File: src/hw/axi2per_axi_pkg.sv
// ~~~~~~~~~~~~~~~~~~~~~~~~~~~~~~
// AXI slave side, single beat only: no len, size, burst or side fields
// ~~~~~~~~~~~~~~~~~~~~~~~~~~~~~~

package axi2per_axi_pkg;

  localparam int unsigned AXI_ADDR_WIDTH = 32;
  localparam int unsigned AXI_DATA_WIDTH = 64;  // Two 32-bit lanes
  localparam int unsigned AXI_STRB_WIDTH = 8;   // One strobe per data byte
  localparam int unsigned AXI_ID_WIDTH   = 3;

  typedef logic [AXI_ADDR_WIDTH-1:0] axi_addr_t;
  typedef logic [AXI_DATA_WIDTH-1:0] axi_data_t;
  typedef logic [AXI_STRB_WIDTH-1:0] axi_strb_t;
  typedef logic [AXI_ID_WIDTH-1:0]   axi_id_t;
  typedef logic [1:0]                axi_resp_t;

  // Response codes, EXOKAY and DECERR never produced
  localparam axi_resp_t RESP_OKAY   = 2'd0;
  localparam axi_resp_t RESP_SLVERR = 2'd2;

endpackage

File: src/hw/axi2per_per_pkg.sv
// ~~~~~~~~~~~~~~~~~~~~~~~~~~~~~~
// Peripheral port is 32-bit wide, window stride fixed per cluster
// ~~~~~~~~~~~~~~~~~~~~~~~~~~~~~~

package axi2per_per_pkg;

  typedef logic [31:0] per_addr_t;
  typedef logic [31:0] per_data_t;
  typedef logic [3:0]  per_be_t;
  typedef logic [5:0]  cluster_id_t;  // Up to 64 clusters

  // Spacing of the cluster peripheral windows
  localparam per_addr_t CLUSTER_ADDR_STRIDE = 32'h0040_0000;

  // Address bit picking the upper 32-bit lane of a 64-bit beat
  localparam int unsigned LANE_SEL_BIT = 2;

endpackage

File: src/hw/axi2per_trans_if.sv
// ~~~~~~~~~~~~~~~~~~~~~~~~~~~~~~
// One transaction at a time, req and done are single-cycle pulses
// ~~~~~~~~~~~~~~~~~~~~~~~~~~~~~~

`timescale 1ns/10ps

interface axi2per_trans_if;

  logic                      req;   // Pulses on the peripheral grant
  logic                      wen;   // High for a read
  axi2per_axi_pkg::axi_id_t   id;    // AXI ID to echo back
  axi2per_axi_pkg::axi_addr_t addr;  // Untranslated AXI address
  logic                      done;  // Pulses on the R or B handshake

  // Request channel side
  modport req_mp (
    output req, wen, id, addr,
    input  done
  );

  // Response channel side
  modport res_mp (
    input  req, wen, id, addr,
    output done
  );

endinterface

File: src/hw/axi2per.sv
// ~~~~~~~~~~~~~~~~~~~~~~~~~~~~~~
// AXI64 to 32-bit peripheral bridge, one beat and one transaction at a time
// ~~~~~~~~~~~~~~~~~~~~~~~~~~~~~~

`timescale 1ns/10ps

module axi2per (
  input  logic                          clk_i,
  input  logic                          rst_ni,

  input  axi2per_per_pkg::cluster_id_t  cluster_id_i,  // Selects the address window

  // AXI read address
  input  logic                          ar_valid_i,
  input  axi2per_axi_pkg::axi_addr_t    ar_addr_i,
  input  axi2per_axi_pkg::axi_id_t      ar_id_i,
  output logic                          ar_ready_o,

  // AXI write address and data
  input  logic                          aw_valid_i,
  input  axi2per_axi_pkg::axi_addr_t    aw_addr_i,
  input  axi2per_axi_pkg::axi_id_t      aw_id_i,
  output logic                          aw_ready_o,
  input  logic                          w_valid_i,
  input  axi2per_axi_pkg::axi_data_t    w_data_i,
  input  axi2per_axi_pkg::axi_strb_t    w_strb_i,
  output logic                          w_ready_o,

  // AXI read response
  output logic                          r_valid_o,
  output axi2per_axi_pkg::axi_data_t    r_data_o,
  output axi2per_axi_pkg::axi_id_t      r_id_o,
  output axi2per_axi_pkg::axi_resp_t    r_resp_o,
  output logic                          r_last_o,
  input  logic                          r_ready_i,

  // AXI write response
  output logic                          b_valid_o,
  output axi2per_axi_pkg::axi_id_t      b_id_o,
  output axi2per_axi_pkg::axi_resp_t    b_resp_o,
  input  logic                          b_ready_i,

  // Peripheral port
  output logic                          per_req_o,
  output axi2per_per_pkg::per_addr_t    per_add_o,
  output logic                          per_wen_o,     // High for a read
  output axi2per_per_pkg::per_data_t    per_wdata_o,
  output axi2per_per_pkg::per_be_t      per_be_o,
  input  logic                          per_gnt_i,
  input  logic                          per_r_valid_i,
  input  logic                          per_r_opc_i,
  input  axi2per_per_pkg::per_data_t    per_r_rdata_i,

  output logic                          busy_o
);

  axi2per_trans_if trans ();  // Handover between the two channels

  axi2per_req_channel req_channel_i (
    .clk_i, .rst_ni, .cluster_id_i,
    .ar_valid_i, .ar_addr_i, .ar_id_i, .ar_ready_o,
    .aw_valid_i, .aw_addr_i, .aw_id_i, .aw_ready_o,
    .w_valid_i, .w_data_i, .w_strb_i, .w_ready_o,
    .per_req_o, .per_add_o, .per_wen_o, .per_wdata_o, .per_be_o, .per_gnt_i,
    .trans      (trans),
    .busy_o
  );

  axi2per_res_channel res_channel_i (
    .clk_i, .rst_ni,
    .per_r_valid_i, .per_r_opc_i, .per_r_rdata_i,
    .r_valid_o, .r_data_o, .r_id_o, .r_resp_o, .r_last_o, .r_ready_i,
    .b_valid_o, .b_id_o, .b_resp_o, .b_ready_i,
    .trans      (trans)
  );

endmodule

File: src/hw/axi2per_req_channel.sv
// ~~~~~~~~~~~~~~~~~~~~~~~~~~~~~~
// Read wins over write, one request outstanding until trans.done
// ~~~~~~~~~~~~~~~~~~~~~~~~~~~~~~

`timescale 1ns/10ps

module axi2per_req_channel (
  input  logic                          clk_i,
  input  logic                          rst_ni,

  input  axi2per_per_pkg::cluster_id_t  cluster_id_i,

  // AXI read address
  input  logic                          ar_valid_i,
  input  axi2per_axi_pkg::axi_addr_t    ar_addr_i,
  input  axi2per_axi_pkg::axi_id_t      ar_id_i,
  output logic                          ar_ready_o,

  // AXI write address and data
  input  logic                          aw_valid_i,
  input  axi2per_axi_pkg::axi_addr_t    aw_addr_i,
  input  axi2per_axi_pkg::axi_id_t      aw_id_i,
  output logic                          aw_ready_o,
  input  logic                          w_valid_i,
  input  axi2per_axi_pkg::axi_data_t    w_data_i,
  input  axi2per_axi_pkg::axi_strb_t    w_strb_i,
  output logic                          w_ready_o,

  // Peripheral request
  output logic                          per_req_o,
  output axi2per_per_pkg::per_addr_t    per_add_o,
  output logic                          per_wen_o,
  output axi2per_per_pkg::per_data_t    per_wdata_o,
  output axi2per_per_pkg::per_be_t      per_be_o,
  input  logic                          per_gnt_i,

  axi2per_trans_if.req_mp               trans,

  output logic                          busy_o
);

  typedef enum logic {
    IDLE,
    PENDING
  } state_e;

  state_e                     state_d, state_q;
  axi2per_axi_pkg::axi_addr_t sel_addr;     // Address of the winning channel
  axi2per_per_pkg::per_addr_t win_offset;   // Base of this cluster's window
  logic                       rd_req;
  logic                       wr_req;
  logic                       upper_lane;

  assign rd_req     = ar_valid_i;                 // Read has priority
  assign wr_req     = aw_valid_i && w_valid_i;    // Write needs both AW and W
  assign sel_addr   = rd_req ? ar_addr_i : aw_addr_i;
  assign upper_lane = aw_addr_i[axi2per_per_pkg::LANE_SEL_BIT];

  // Window offset, product truncated to the 32-bit address
  assign win_offset = axi2per_per_pkg::CLUSTER_ADDR_STRIDE *
                      axi2per_per_pkg::per_addr_t'(cluster_id_i);

  // Address is translated whether or not a request is up
  assign per_add_o  = axi2per_per_pkg::per_addr_t'(sel_addr) - win_offset;

  always_ff @(posedge clk_i, negedge rst_ni) begin
    if (!rst_ni) begin
      state_q <= IDLE;
    end else begin
      state_q <= state_d;
    end
  end

  always_comb begin
    state_d     = state_q;
    ar_ready_o  = 1'b0;
    aw_ready_o  = 1'b0;
    w_ready_o   = 1'b0;
    per_req_o   = 1'b0;
    per_wen_o   = 1'b0;
    per_wdata_o = '0;
    per_be_o    = '0;
    trans.req   = 1'b0;
    trans.wen   = 1'b0;
    trans.id    = '0;
    trans.addr  = '0;
    busy_o      = 1'b0;

    case (state_q)
      IDLE: begin
        if (rd_req) begin
          per_req_o = 1'b1;
          per_wen_o = 1'b1;  // Enable is high for a read
          if (per_gnt_i) begin
            ar_ready_o = 1'b1;  // Accept cycle
            trans.req  = 1'b1;
            trans.wen  = 1'b1;
            trans.id   = ar_id_i;
            trans.addr = ar_addr_i;
            state_d    = PENDING;
          end
        end else if (wr_req) begin
          per_req_o = 1'b1;
          // Pick the 32-bit lane and its strobes
          if (upper_lane) begin
            per_wdata_o = w_data_i[63:32];
            per_be_o    = w_strb_i[7:4];
          end else begin
            per_wdata_o = w_data_i[31:0];
            per_be_o    = w_strb_i[3:0];
          end
          if (per_gnt_i) begin
            aw_ready_o = 1'b1;
            w_ready_o  = 1'b1;  // AW and W leave together
            trans.req  = 1'b1;
            trans.id   = aw_id_i;
            trans.addr = aw_addr_i;
            state_d    = PENDING;
          end
        end
      end

      PENDING: begin
        busy_o = 1'b1;  // Readies stay low until the response is taken
        if (trans.done) begin
          state_d = IDLE;
        end
      end

      default: state_d = IDLE;
    endcase
  end

endmodule

File: src/hw/axi2per_res_channel.sv
// ~~~~~~~~~~~~~~~~~~~~~~~~~~~~~~
// Expects per_r_valid_i only after a granted request, beat held until ready
// ~~~~~~~~~~~~~~~~~~~~~~~~~~~~~~

`timescale 1ns/10ps

module axi2per_res_channel (
  input  logic                         clk_i,
  input  logic                         rst_ni,

  // Peripheral response
  input  logic                         per_r_valid_i,
  input  logic                         per_r_opc_i,   // High on error
  input  axi2per_per_pkg::per_data_t   per_r_rdata_i,

  // AXI read response
  output logic                         r_valid_o,
  output axi2per_axi_pkg::axi_data_t   r_data_o,
  output axi2per_axi_pkg::axi_id_t     r_id_o,
  output axi2per_axi_pkg::axi_resp_t   r_resp_o,
  output logic                         r_last_o,
  input  logic                         r_ready_i,

  // AXI write response
  output logic                         b_valid_o,
  output axi2per_axi_pkg::axi_id_t     b_id_o,
  output axi2per_axi_pkg::axi_resp_t   b_resp_o,
  input  logic                         b_ready_i,

  axi2per_trans_if.res_mp              trans
);

  typedef enum logic [1:0] {
    IDLE,
    WAIT,
    RESPOND
  } state_e;

  state_e                     state_d, state_q;

  // Transaction details, taken on trans.req
  logic                       wen_q;
  axi2per_axi_pkg::axi_id_t   id_q;
  logic                       lane_q;       // Only the lane bit of the address matters

  // Response payload, taken on per_r_valid_i
  axi2per_per_pkg::per_data_t rdata_q;
  axi2per_axi_pkg::axi_resp_t resp_q;

  logic                       handshake;

  always_ff @(posedge clk_i, negedge rst_ni) begin
    if (!rst_ni) begin
      state_q <= IDLE;
    end else begin
      state_q <= state_d;
    end
  end

  always_comb begin
    state_d = state_q;
    case (state_q)
      IDLE:    if (trans.req) state_d = WAIT;
      WAIT:    if (per_r_valid_i) state_d = RESPOND;
      RESPOND: if (handshake) state_d = IDLE;
      default: state_d = IDLE;
    endcase
  end

  always_ff @(posedge clk_i) begin
    if (state_q == IDLE && trans.req) begin
      wen_q  <= trans.wen;
      id_q   <= trans.id;
      lane_q <= trans.addr[axi2per_per_pkg::LANE_SEL_BIT];
    end
    if (state_q == WAIT && per_r_valid_i) begin
      rdata_q <= per_r_rdata_i;
      resp_q  <= per_r_opc_i ? axi2per_axi_pkg::RESP_SLVERR : axi2per_axi_pkg::RESP_OKAY;
    end
  end

  assign r_valid_o = (state_q == RESPOND) && wen_q;   // wen high means read
  assign b_valid_o = (state_q == RESPOND) && !wen_q;

  // Read word goes in its lane, other lane zero
  assign r_data_o  = lane_q ? {rdata_q, 32'h0} : {32'h0, rdata_q};
  assign r_id_o    = id_q;
  assign r_resp_o  = resp_q;
  assign r_last_o  = 1'b1;  // Single-beat reads only
  assign b_id_o    = id_q;
  assign b_resp_o  = resp_q;

  assign handshake  = (r_valid_o && r_ready_i) || (b_valid_o && b_ready_i);
  assign trans.done = handshake;  // Frees the request channel

endmodule

File: config.mk
export PLATFORM = sky130hd
export DESIGN_NAME = axi2per
export DESIGN_NICKNAME = d
export VERILOG_FILES = /design/src/hw/axi2per_axi_pkg.sv /design/src/hw/axi2per_per_pkg.sv /design/src/hw/axi2per_trans_if.sv /design/src/hw/axi2per.sv /design/src/hw/axi2per_req_channel.sv /design/src/hw/axi2per_res_channel.sv
export SDC_FILE = /design/constraint.sdc
export NUM_CORES = 1
export LEC_CHECK = 0
export BUFFER_PORTS_ARGS = -buffer_cell sky130_fd_sc_hd__buf_2
export CAP_MARGIN = 20
export CORE_AREA = 10 10 124 126
export DETAILED_ROUTE_END_ITERATION = 12
export DIE_AREA = 0 0 134 136
export SYNTH_ARGS = -nofsm -noshare
export SYNTH_HDL_FRONTEND = slang
export SYNTH_SLANG_ARGS = --single-unit
File: constraint.sdc
create_clock -name clk_i -period 2.2 [get_ports clk_i]
set_input_delay 0.11 -clock clk_i [delete_from_list [all_inputs] [get_ports clk_i]]
set_output_delay 0.11 -clock clk_i [all_outputs]
set_load 0.02 [all_outputs]
==> results of run 1 <==
==> metrics by stage <==
| step | std cells | TNS (ps) | area, µm² |
|---|---|---|---|
| 6_report | 852 | 0 | 5530 |
| 4_1_cts | 847 | 0 | 5460 |
| 2_1_floorplan | 327 | -6.01 | 3330 |
| 5_1_grt | 852 | 0 | 5530 |
| 3_5_place_dp | 838 | -881 | 5250 |
| 3_3_place_gp | 838 | -652 | 5250 |
==> Yosys cell counts (all sizes together) (2+ instances only) <==
cell type | number | area (µm²)
clkbuf | 6 | 22.5
xnor2 | 3 | 26.3
mux2 | 29 | 327
nand3 | 2 | 10.0
nor4b | 2 | 17.5
or3 | 2 | 12.5
dfrtp | 3 | 75.1
o21a | 5 | 37.5
buf | 22 | 136
conb | 2 | 7.51
nand2 | 5 | 18.8
ha | 6 | 75.1
edfxtp | 38 | 1140
inv | 9 | 33.8
a22oi | 4 | 30.0
nor2b | 40 | 250
nor2 | 45 | 169
mux2i | 43 | 430
nor3 | 5 | 25.0
and2 | 34 | 213
o21ai | 5 | 25.0
a21oi | 2 | 10.0
==> where the power goes <==
group | switching [mW] | total (mW) | internal, mW
combinational | 0.803 | 1.39 | 0.587
clock | 0.266 | 0.832 | 0.566
sequential | 0.0667 | 1.04 | 0.969
total | 1.14 | 3.26 | 2.12
==> per-layer routing <==
metal  vias up  routed length (µm)  track usage, %
met5         -                   0               0
met4         0                 171            3.26
li1       1815                   -               -
met1      1670                5830            16.6
met2       211                7530            26.9
met3        13                1660            6.79
==> final cells by class <==
class / instances / share of cell area [%]
multi-input combinational: 249 / 34.6
timing repair buffer: 369 / 35.7
inverter: 9 / 0.611
sequential: 41 / 22.0
clock inverter: 1 / 0.543
clock buffer: 7 / 2.58
tap: 176 / 3.99
==> worst max-delay path by stage <==
stage               startpoint             to  slack (ps)  depth (start not counted)
floorplan           ar_valid_i  per_add_o[27]          -6                         10
global placement    ar_valid_i  per_add_o[29]        -150                          9
detailed placement  ar_valid_i  per_add_o[30]        -200                          9
CTS                 ar_valid_i  per_add_o[29]          20                          9
global route        ar_valid_i  per_add_o[26]          20                         10
finish              ar_valid_i  per_add_o[31]          90                         10
==> registers in the layout, summed over array words and instances, names as in the netlist <==
signal                  count
res_channel_i.state_q       2
res_channel_i.b_resp_o      1
res_channel_i.b_id_o        3
res_channel_i.wen_q         1
res_channel_i.lane_q        1
res_channel_i.rdata_q      32
req_channel_i.state_q       1
==> kinds of logic (layout without fill, tap and decap cells) <==
kind of cell / Yosys count / in the layout / share of synthesized area, %
simple gates: 142 / 142 / 23.9
fa+ha+maj: 7 / 7 / 2.95
compound gates: 22 / 22 / 4.86
other cells: 2 / 3 / 0.233
buf+inv: 37 / 386 / 5.99
xor+xnor: 3 / 3 / 0.816
flops: 41 / 41 / 37.8
mux: 72 / 72 / 23.5
==> cell usage in the layout, fill, tap and decap left out, types with 3 or more instances in the layout <==
master         instances
a22oi_1                4
and2_1                34
buf_2                334
buf_4                 26
clkbuf_16              5
conb_1                 3
dfrtp_1                3
dlygate4sd3_1          7
edfxtp_1              38
ha_1                   4
inv_1                  8
mux2_1                17
mux2_2                12
mux2i_1               42
nand2_1                5
nor2_1                43
nor2b_1               39
nor3_1                 5
o21a_1                 5
o21ai_0                5
==> timing repair <==
item / CTS / global route
setup endpoints to repair: 6 / 5
endpoints found under the hold margin: 3 / 6
hold buffers: 1 / 6
pin swaps: 1 / 1
cloned: 0 / 0
resized for setup: 4 / 5
==> flow_summary.ini, run 1 <==
[cells_and_area]
fin_util_pct = 42.6
fin_nets = 872
seq_area_um2 = 1220
antenna_cells = 0
layout-drive-gt1-share_pct = 58.7
areaGrowthSynthToFinish_pct = 71.6
multi_input_area_um2 = 1910
fillers = 1315

[die]
num_rows = 42
core-area_um2 = 13000
dieArea_um2 = 18200
die_h_um = 136
io_pins = 341
chipWidth_um = 134
initial_core_util_pct = 24.8

[worst_setup_path]
crit_family = compound AO/OA/AOI/OAI gates
r2r_end = res_channel_i.b_id_o[1]
crit_arrival_ps = 2000
crit_fanout = 18
crit_path_end_kind = output pin
r2r_slack_ps = 640
critPathKind = input port to output pin
r2r-start = req_channel_i.state_q
cp_slowest_cell = o31a_1
crit_required_ps = 2090
cp_slowest_stage_delay_ps = 310
rr_worst_depth = 3
path_buf_inv = 4
path_cells = buf_8 > mux2i_4 > inv_2 > ha_4 > nor2b_4 > o31a_1 > buf_4 > o211a_1 > a211oi_2 > buf_2
start_kind = input port

[yosys]
synth_flop_cell = edfxtp_1
synth_area_per_cell_um2 = 9.88
syn_area_um2 = 3220
yosysSeqAreaShare_pct = 37.8
yosysWarningCount = 0
synth_edf_count = 38
synthArstFlopShare_pct = 7.32
ys_types = 41
syn_inst = 326
synth_seq_cells = 41

[routing]
viasPerCell = 4.35
drc_errors = 0
first_pass_iters = 4
routedWlPerCell_um = 17.8
drt-initial-drc-count = 158
ant_nets = 0
vias = 3709
routed_wl_mm = 15.2

[clock_network]
cts_setup_buffers = 0
cts_made_buffers = 5
htree_levels = 2
ctsLongestPathBuffers = 2
clk_latency_ps = 270
cts_tree = built
clkTransAtPathRegs_ps = 60
cts_root_buffer = clkbuf_16
clkSinkCount = 41

[grt]
antenna_found_initial = 0
track_usage_pct = 15.3
grt_pass1_wl_mm = 22.1
grt_max_degree = 37
grt.overflow.total = 0
grt_pass1_vias = 3871

[timing]
worst_pin_slew_ps = 630
fmax_mhz = 473
whs_ps = 8.95
rsz0062_at_grt = false
skew_ps = 2.24
post-route-min-period_ps = 2110
hold_viol_final = 0
drv_slew = 0
fin_crit_sh_pct = 96.0
setup_viol = 0
slew_headroom_pct = 58.0
layout_setup_ws_ps = 88.0

[worst_hold_path]
hold_class = input port to flop
hold_path_end = res_channel_i.rdata_q[24]
holdPathStages = 1
worstHoldStart = per_r_rdata_i[24]

[placed_design]
gp_congestion = 0.903
pre_cts_ws_ps = -205
hpwl_mm = 13.7
portBuffers = 337

[pwr]
design_power_total_mw = 3.26
ir_worst_vdd_v = 0.000306
leakage_nw = 2.93
power.density_nw_per_um2 = 590

[status]
status = complete, no violations

[job]
max_cap_violations = 0
Power figures use the tool's default switching activity.
==> run 2: changes to the inputs <==
PLACE_DENSITY = 0.7   (was default)
==> flow_summary.ini, run 2 (synthesized netlist as in run 1, its figures left out) <==
[worst_setup_path]
crit_path_end_kind = output pin
crit_arrival_ps = 2010
crit_fanout = 8
rr_worst_depth = 3
crit_required_ps = 2090
critPathKind = input port to output pin
start_kind = input port

[die]
io_pins = 341
initial_core_util_pct = 24.8
die_h_um = 136
dieArea_um2 = 18200
num_rows = 42
chipWidth_um = 134
core-area_um2 = 13000

[timing]
layout_setup_ws_ps = 83.2
rsz0062_at_grt = true
hold_viol_final = 0
worst_pin_slew_ps = 571
fmax_mhz = 472
setup_viol = 0
whs_ps = 8.20
slew_headroom_pct = 61.9
skew_ps = 8.86
fin_crit_sh_pct = 96.2
post-route-min-period_ps = 2120
drv_slew = 0

[cells_and_area]
fin_cells = 860
areaGrowthSynthToFinish_pct = 73.2
layout_common_cells = buf_2 (335), nor2_1 (44), mux2i_1 (42), nor2b_1 (39), edfxtp_1 (38)
top_register = res_channel_i.rdata_q
largest_reg_flops = 32
design_area_um2 = 5580
layout_commonest_cell = buf_2
fin_nets = 880
layout-drive-gt1-share_pct = 56.9
antenna_cells = 0

[status]
status = complete, no violations

[pwr]
leakage_nw = 2.95
switching_share_pct = 34.6
ir_worst_vdd_v = 0.000278
switchingPower_mw = 1.12
intPower_mw = 2.12
power.share.sequential_pct = 31.5
power.density_nw_per_um2 = 580
p_comb_share_pct = 42.8
clockPowerShare_pct = 25.7

[placed_design]
gp_congestion = 0.780
pre_cts_ws_ps = -23.6
dp.cells = 832
portBuffers = 337
hpwl_mm = 12.7
place_area_um2 = 5200

[grt]
antenna_found_initial = 3
grt_pass1_vias = 3918
grt.overflow.total = 0
track_usage_pct = 14.4
grt_pass1_wl_mm = 21.0
grt_max_degree = 65

[clock_network]
clkSinkCount = 41
clkTransAtPathRegs_ps = 50
cts_setup_buffers = 0
cts_tree = built
cts_made_buffers = 5
ctsLongestPathBuffers = 2
cts_root_buffer = clkbuf_16
clk_latency_ps = 280
htree_levels = 2

[routing]
ant_nets = 0
routed_wl_mm = 14.5
drt-initial-drc-count = 95
routedWlPerCell_um = 16.9
vias = 3689
viasPerCell = 4.29
drc_errors = 0
first_pass_iters = 4

[worst_hold_path]
holdPathStages = 1
hold_class = input port to flop

[job]
max_cap_violations = 0
[run 2: cell types whose count changed in the layout (fill, tap and decap cells not counted), sizes merged]
| cell | before | now |
|---|---|---|
| buf | 362 | 357 |
| dlygate4sd3 | 7 | 20 |
[run 2: metrics by stage]
| step | power (mW) | utilization, % | setup TNS, ps |
|---|---|---|---|
| 6_report | 3.23 | 43.0 | 0 |
| 5_1_grt | 3.45 | 43.0 | -10.7 |
| 4_1_cts | 3.28 | 42.5 | 0 |
| 3_5_place_dp | 2.40 | 40.0 | -54.9 |
| 3_3_place_gp | 2.39 | 40.0 | 0 |
| 2_1_floorplan | 1.85 | - | -6.01 |
[run 2: power groups by stage]
stage          Sequential [mW]  Clock (mW)  Combinational [mW]
2_1_floorplan             1.04           0               0.807
3_3_place_gp              1.03           0                1.36
6_report                  1.02       0.830                1.39
4_1_cts                   1.02       0.862                1.40
5_1_grt                   1.03       0.901                1.51
3_5_place_dp              1.04           0                1.37
[run 2: what timing repair did]
item | 4_1_cts | 5_1_grt
hold buffers | 14 | 6
endpoints found under the hold margin | 16 | 6
gates resized for setup | 1 | 2
setup endpoints to repair | 3 | 2
[run 2: worst paths after layout]
kind                                           from                         to  slack, ps
max                                      ar_valid_i              per_add_o[29]         80
min                               per_r_rdata_i[14]  res_channel_i.rdata_q[14]          8
max reg2reg                   req_channel_i.state_q    res_channel_i.b_id_o[0]        700
min reg2reg                res_channel_i.state_q[1]   res_channel_i.state_q[0]        530
max in group asynchronous                    rst_ni      req_channel_i.state_q       1920
min in group asynchronous                    rst_ni   res_channel_i.state_q[0]        180
[run 2: layer usage]
metal	vias to the layer above	global-route usage (%)	share of wire, %
met5	-	0	0.14
met4	4	3.33	1.4
li1	1828	-	-
met3	18	6.79	11
met1	1640	14.4	36
met2	199	26.7	52
[run 2: worst max-delay path, stage by stage]
cell and delay (ps):
buf_4 160, buf_4 140, mux2_1 310, ha_1 190, or2_1 250, or3_1 380, o21bai_2 160, xnor2_2 130
buf_4 160
[run 2: final cells by class]
class | count | area, µm²
sequential | 41 | 1220
multi-input combinational | 249 | 1890
inverter | 9 | 33.8
clock buffer | 7 | 143
clock inverter | 1 | 30.0
fill | 1279 | 7400
timing repair buffer | 377 | 2040
tap | 176 | 220
==> run 3: changes to the inputs <==
BUFFER_PORTS_ARGS = default   (was -buffer_cell sky130_fd_sc_hd__buf_2)
DONT_BUFFER_PORTS = 1   (was default)
PLACE_DENSITY = 0.46   (was 0.7)
==> flow_summary.ini, run 3 (synthesized netlist as in run 1, its figures left out) <==
[job]
max_cap_violations = 0

[die]
core-area_um2 = 13000
io_pins = 341
die_h_um = 136
chipWidth_um = 134
num_rows = 42
initial_core_util_pct = 24.8
dieArea_um2 = 18200

[worst_setup_path]
crit_path_end_kind = output pin
cp_slowest_cell = dfrtp_1
path_cells = or3_4 > buf_4 > nor2_1 > buf_4
crit_arrival_ps = 1850
cpMostUsedCell = buf_4
r2r_slack_ps = 570
start_kind = flop
cp_slowest_stage_delay_ps = 530
crit_fanout = 28
critPathKind = flop to output pin
crit_required_ps = 2090
rr_worst_depth = 3
r2r-start = req_channel_i.state_q
r2r_end = res_channel_i.lane_q

[timing]
fin_crit_sh_pct = 89.3
fmax_mhz = 509
slew_headroom_pct = 66.6
drv_slew = 0
post-route-min-period_ps = 1960
fin_setup_tns_ps = 0
rsz0062_at_grt = false
layout_setup_ws_ps = 236
hold_viol_final = 0
worst_pin_slew_ps = 498
setup_viol = 0
skew_ps = 1.68

[worst_hold_path]
hold_class = input port to flop
worstHoldStart = per_r_valid_i
hold_path_end = res_channel_i.state_q[0]
holdPathStages = 2

[clock_network]
clkTransAtPathRegs_ps = 50
htree_levels = 2
clk_latency_ps = 280
ctsLongestPathBuffers = 2
cts_root_buffer = clkbuf_16
cts_made_buffers = 5
clkSinkCount = 41
cts_tree = built

[cells_and_area]
seq_area_um2 = 1220
layout_commonest_cell = nor2_1
fillers = 1318
areaGrowthSynthToFinish_pct = 30.3
layout_common_cells = nor2_1 (44), buf_4 (43), mux2i_1 (42), nor2b_1 (39), edfxtp_1 (38)
multi_input_area_um2 = 1890
top_register = res_channel_i.rdata_q
design_area_um2 = 4200
fin_nets = 580
largest_reg_flops = 32
layout-drive-gt1-share_pct = 19.3

[grt]
grt_max_degree = 65
track_usage_pct = 12.7
grt.overflow.total = 0
grt_pass1_wl_mm = 18.0
grt_pass1_vias = 2830
antenna_found_initial = 4

[routing]
drc_errors = 0
ant_nets = 0
viasPerCell = 4.67
vias = 2622
drt-initial-drc-count = 50
routedWlPerCell_um = 22.5
first_pass_iters = 4
routed_wl_mm = 12.6

[pwr]
ir_worst_vdd_v = 0.000219
power.density_nw_per_um2 = 670
leakage_nw = 1.69

[placed_design]
place_area_um2 = 3680
pre_cts_ws_ps = 284
portBuffers = 0
gp_congestion = 0.770
hpwl_mm = 10.9

[status]
status = complete, no violations
-- run 3: cell types whose count changed in the layout (fill, tap and decap cells not counted), sizes merged --
cell	change
diode	+2
buf	-314
clkinv	+1
clkbuf	-1
dlygate4sd3	+14
-- run 3: cell type report --
type                       count  share of cell area (%)
timing repair buffer          77                    15.8
tap                          176                    5.25
antenna                        2                   0.119
clock inverter                 2                   0.805
clock buffer                   6                    3.07
sequential                    41                    29.0
inverter                       9                   0.805
multi-input combinational    249                    45.2
-- run 3: metal layers --
metal,part of all wire [%],GRT usage (%),up-vias
met4,1.4,4.05,2
li1,-,-,1228
met2,50,22.4,193
met3,11,6.24,15
met1,37,12.9,1184
met5,0.10,0,-
-- run 3: worst max-delay path, delay by kind of cell, from the launching register on --
| kind | cells | cell delay [ps] |
|---|---|---|
| AND/OR/NAND/NOR | 2 | 640 |
| flip-flops | 1 | 530 |
| buffers and inverters | 2 | 400 |
-- run 3: worst max-delay path by stage --
| stage | start | endpoint | cells after the start |
|---|---|---|---|
| 4_1_cts | req_channel_i.state_q | per_be_o[1] | 4 |
| 3_5_place_dp | ar_valid_i | per_add_o[27] | 7 |
| 5_1_grt | req_channel_i.state_q | per_wdata_o[29] | 4 |
| 6_report | req_channel_i.state_q | per_be_o[1] | 4 |
| 2_1_floorplan | ar_valid_i | per_add_o[27] | 10 |
| 3_3_place_gp | ar_valid_i | per_add_o[27] | 7 |
-- run 3: what timing repair did --
action                                  4_1_cts  5_1_grt
endpoints found under the hold margin        36        0
gates resized for setup                       0        1
endpoints found under the setup margin        0        1
buffers inserted                              0        0
hold buffers                                 34        0
-- run 3: stage by stage --
step	power [mW]	util (%)	cells	hold slack, ps
2_1_floorplan	1.85	-	327	-186
3_3_place_gp	2.00	28.4	518	-185
3_5_place_dp	2.00	28.4	518	-185
4_1_cts	2.85	32.2	560	13.7
5_1_grt	2.97	32.3	562	23.3
6_report	2.81	32.3	562	20.7
-- run 3: report_power, final --
part | leakage (nW) | internal [mW] | switching (mW)
registers | 0.384 | 0.969 | 0.0933
logic | 1.23 | 0.336 | 0.628
clock network | 0.0785 | 0.530 | 0.253
total | 1.69 | 1.83 | 0.975
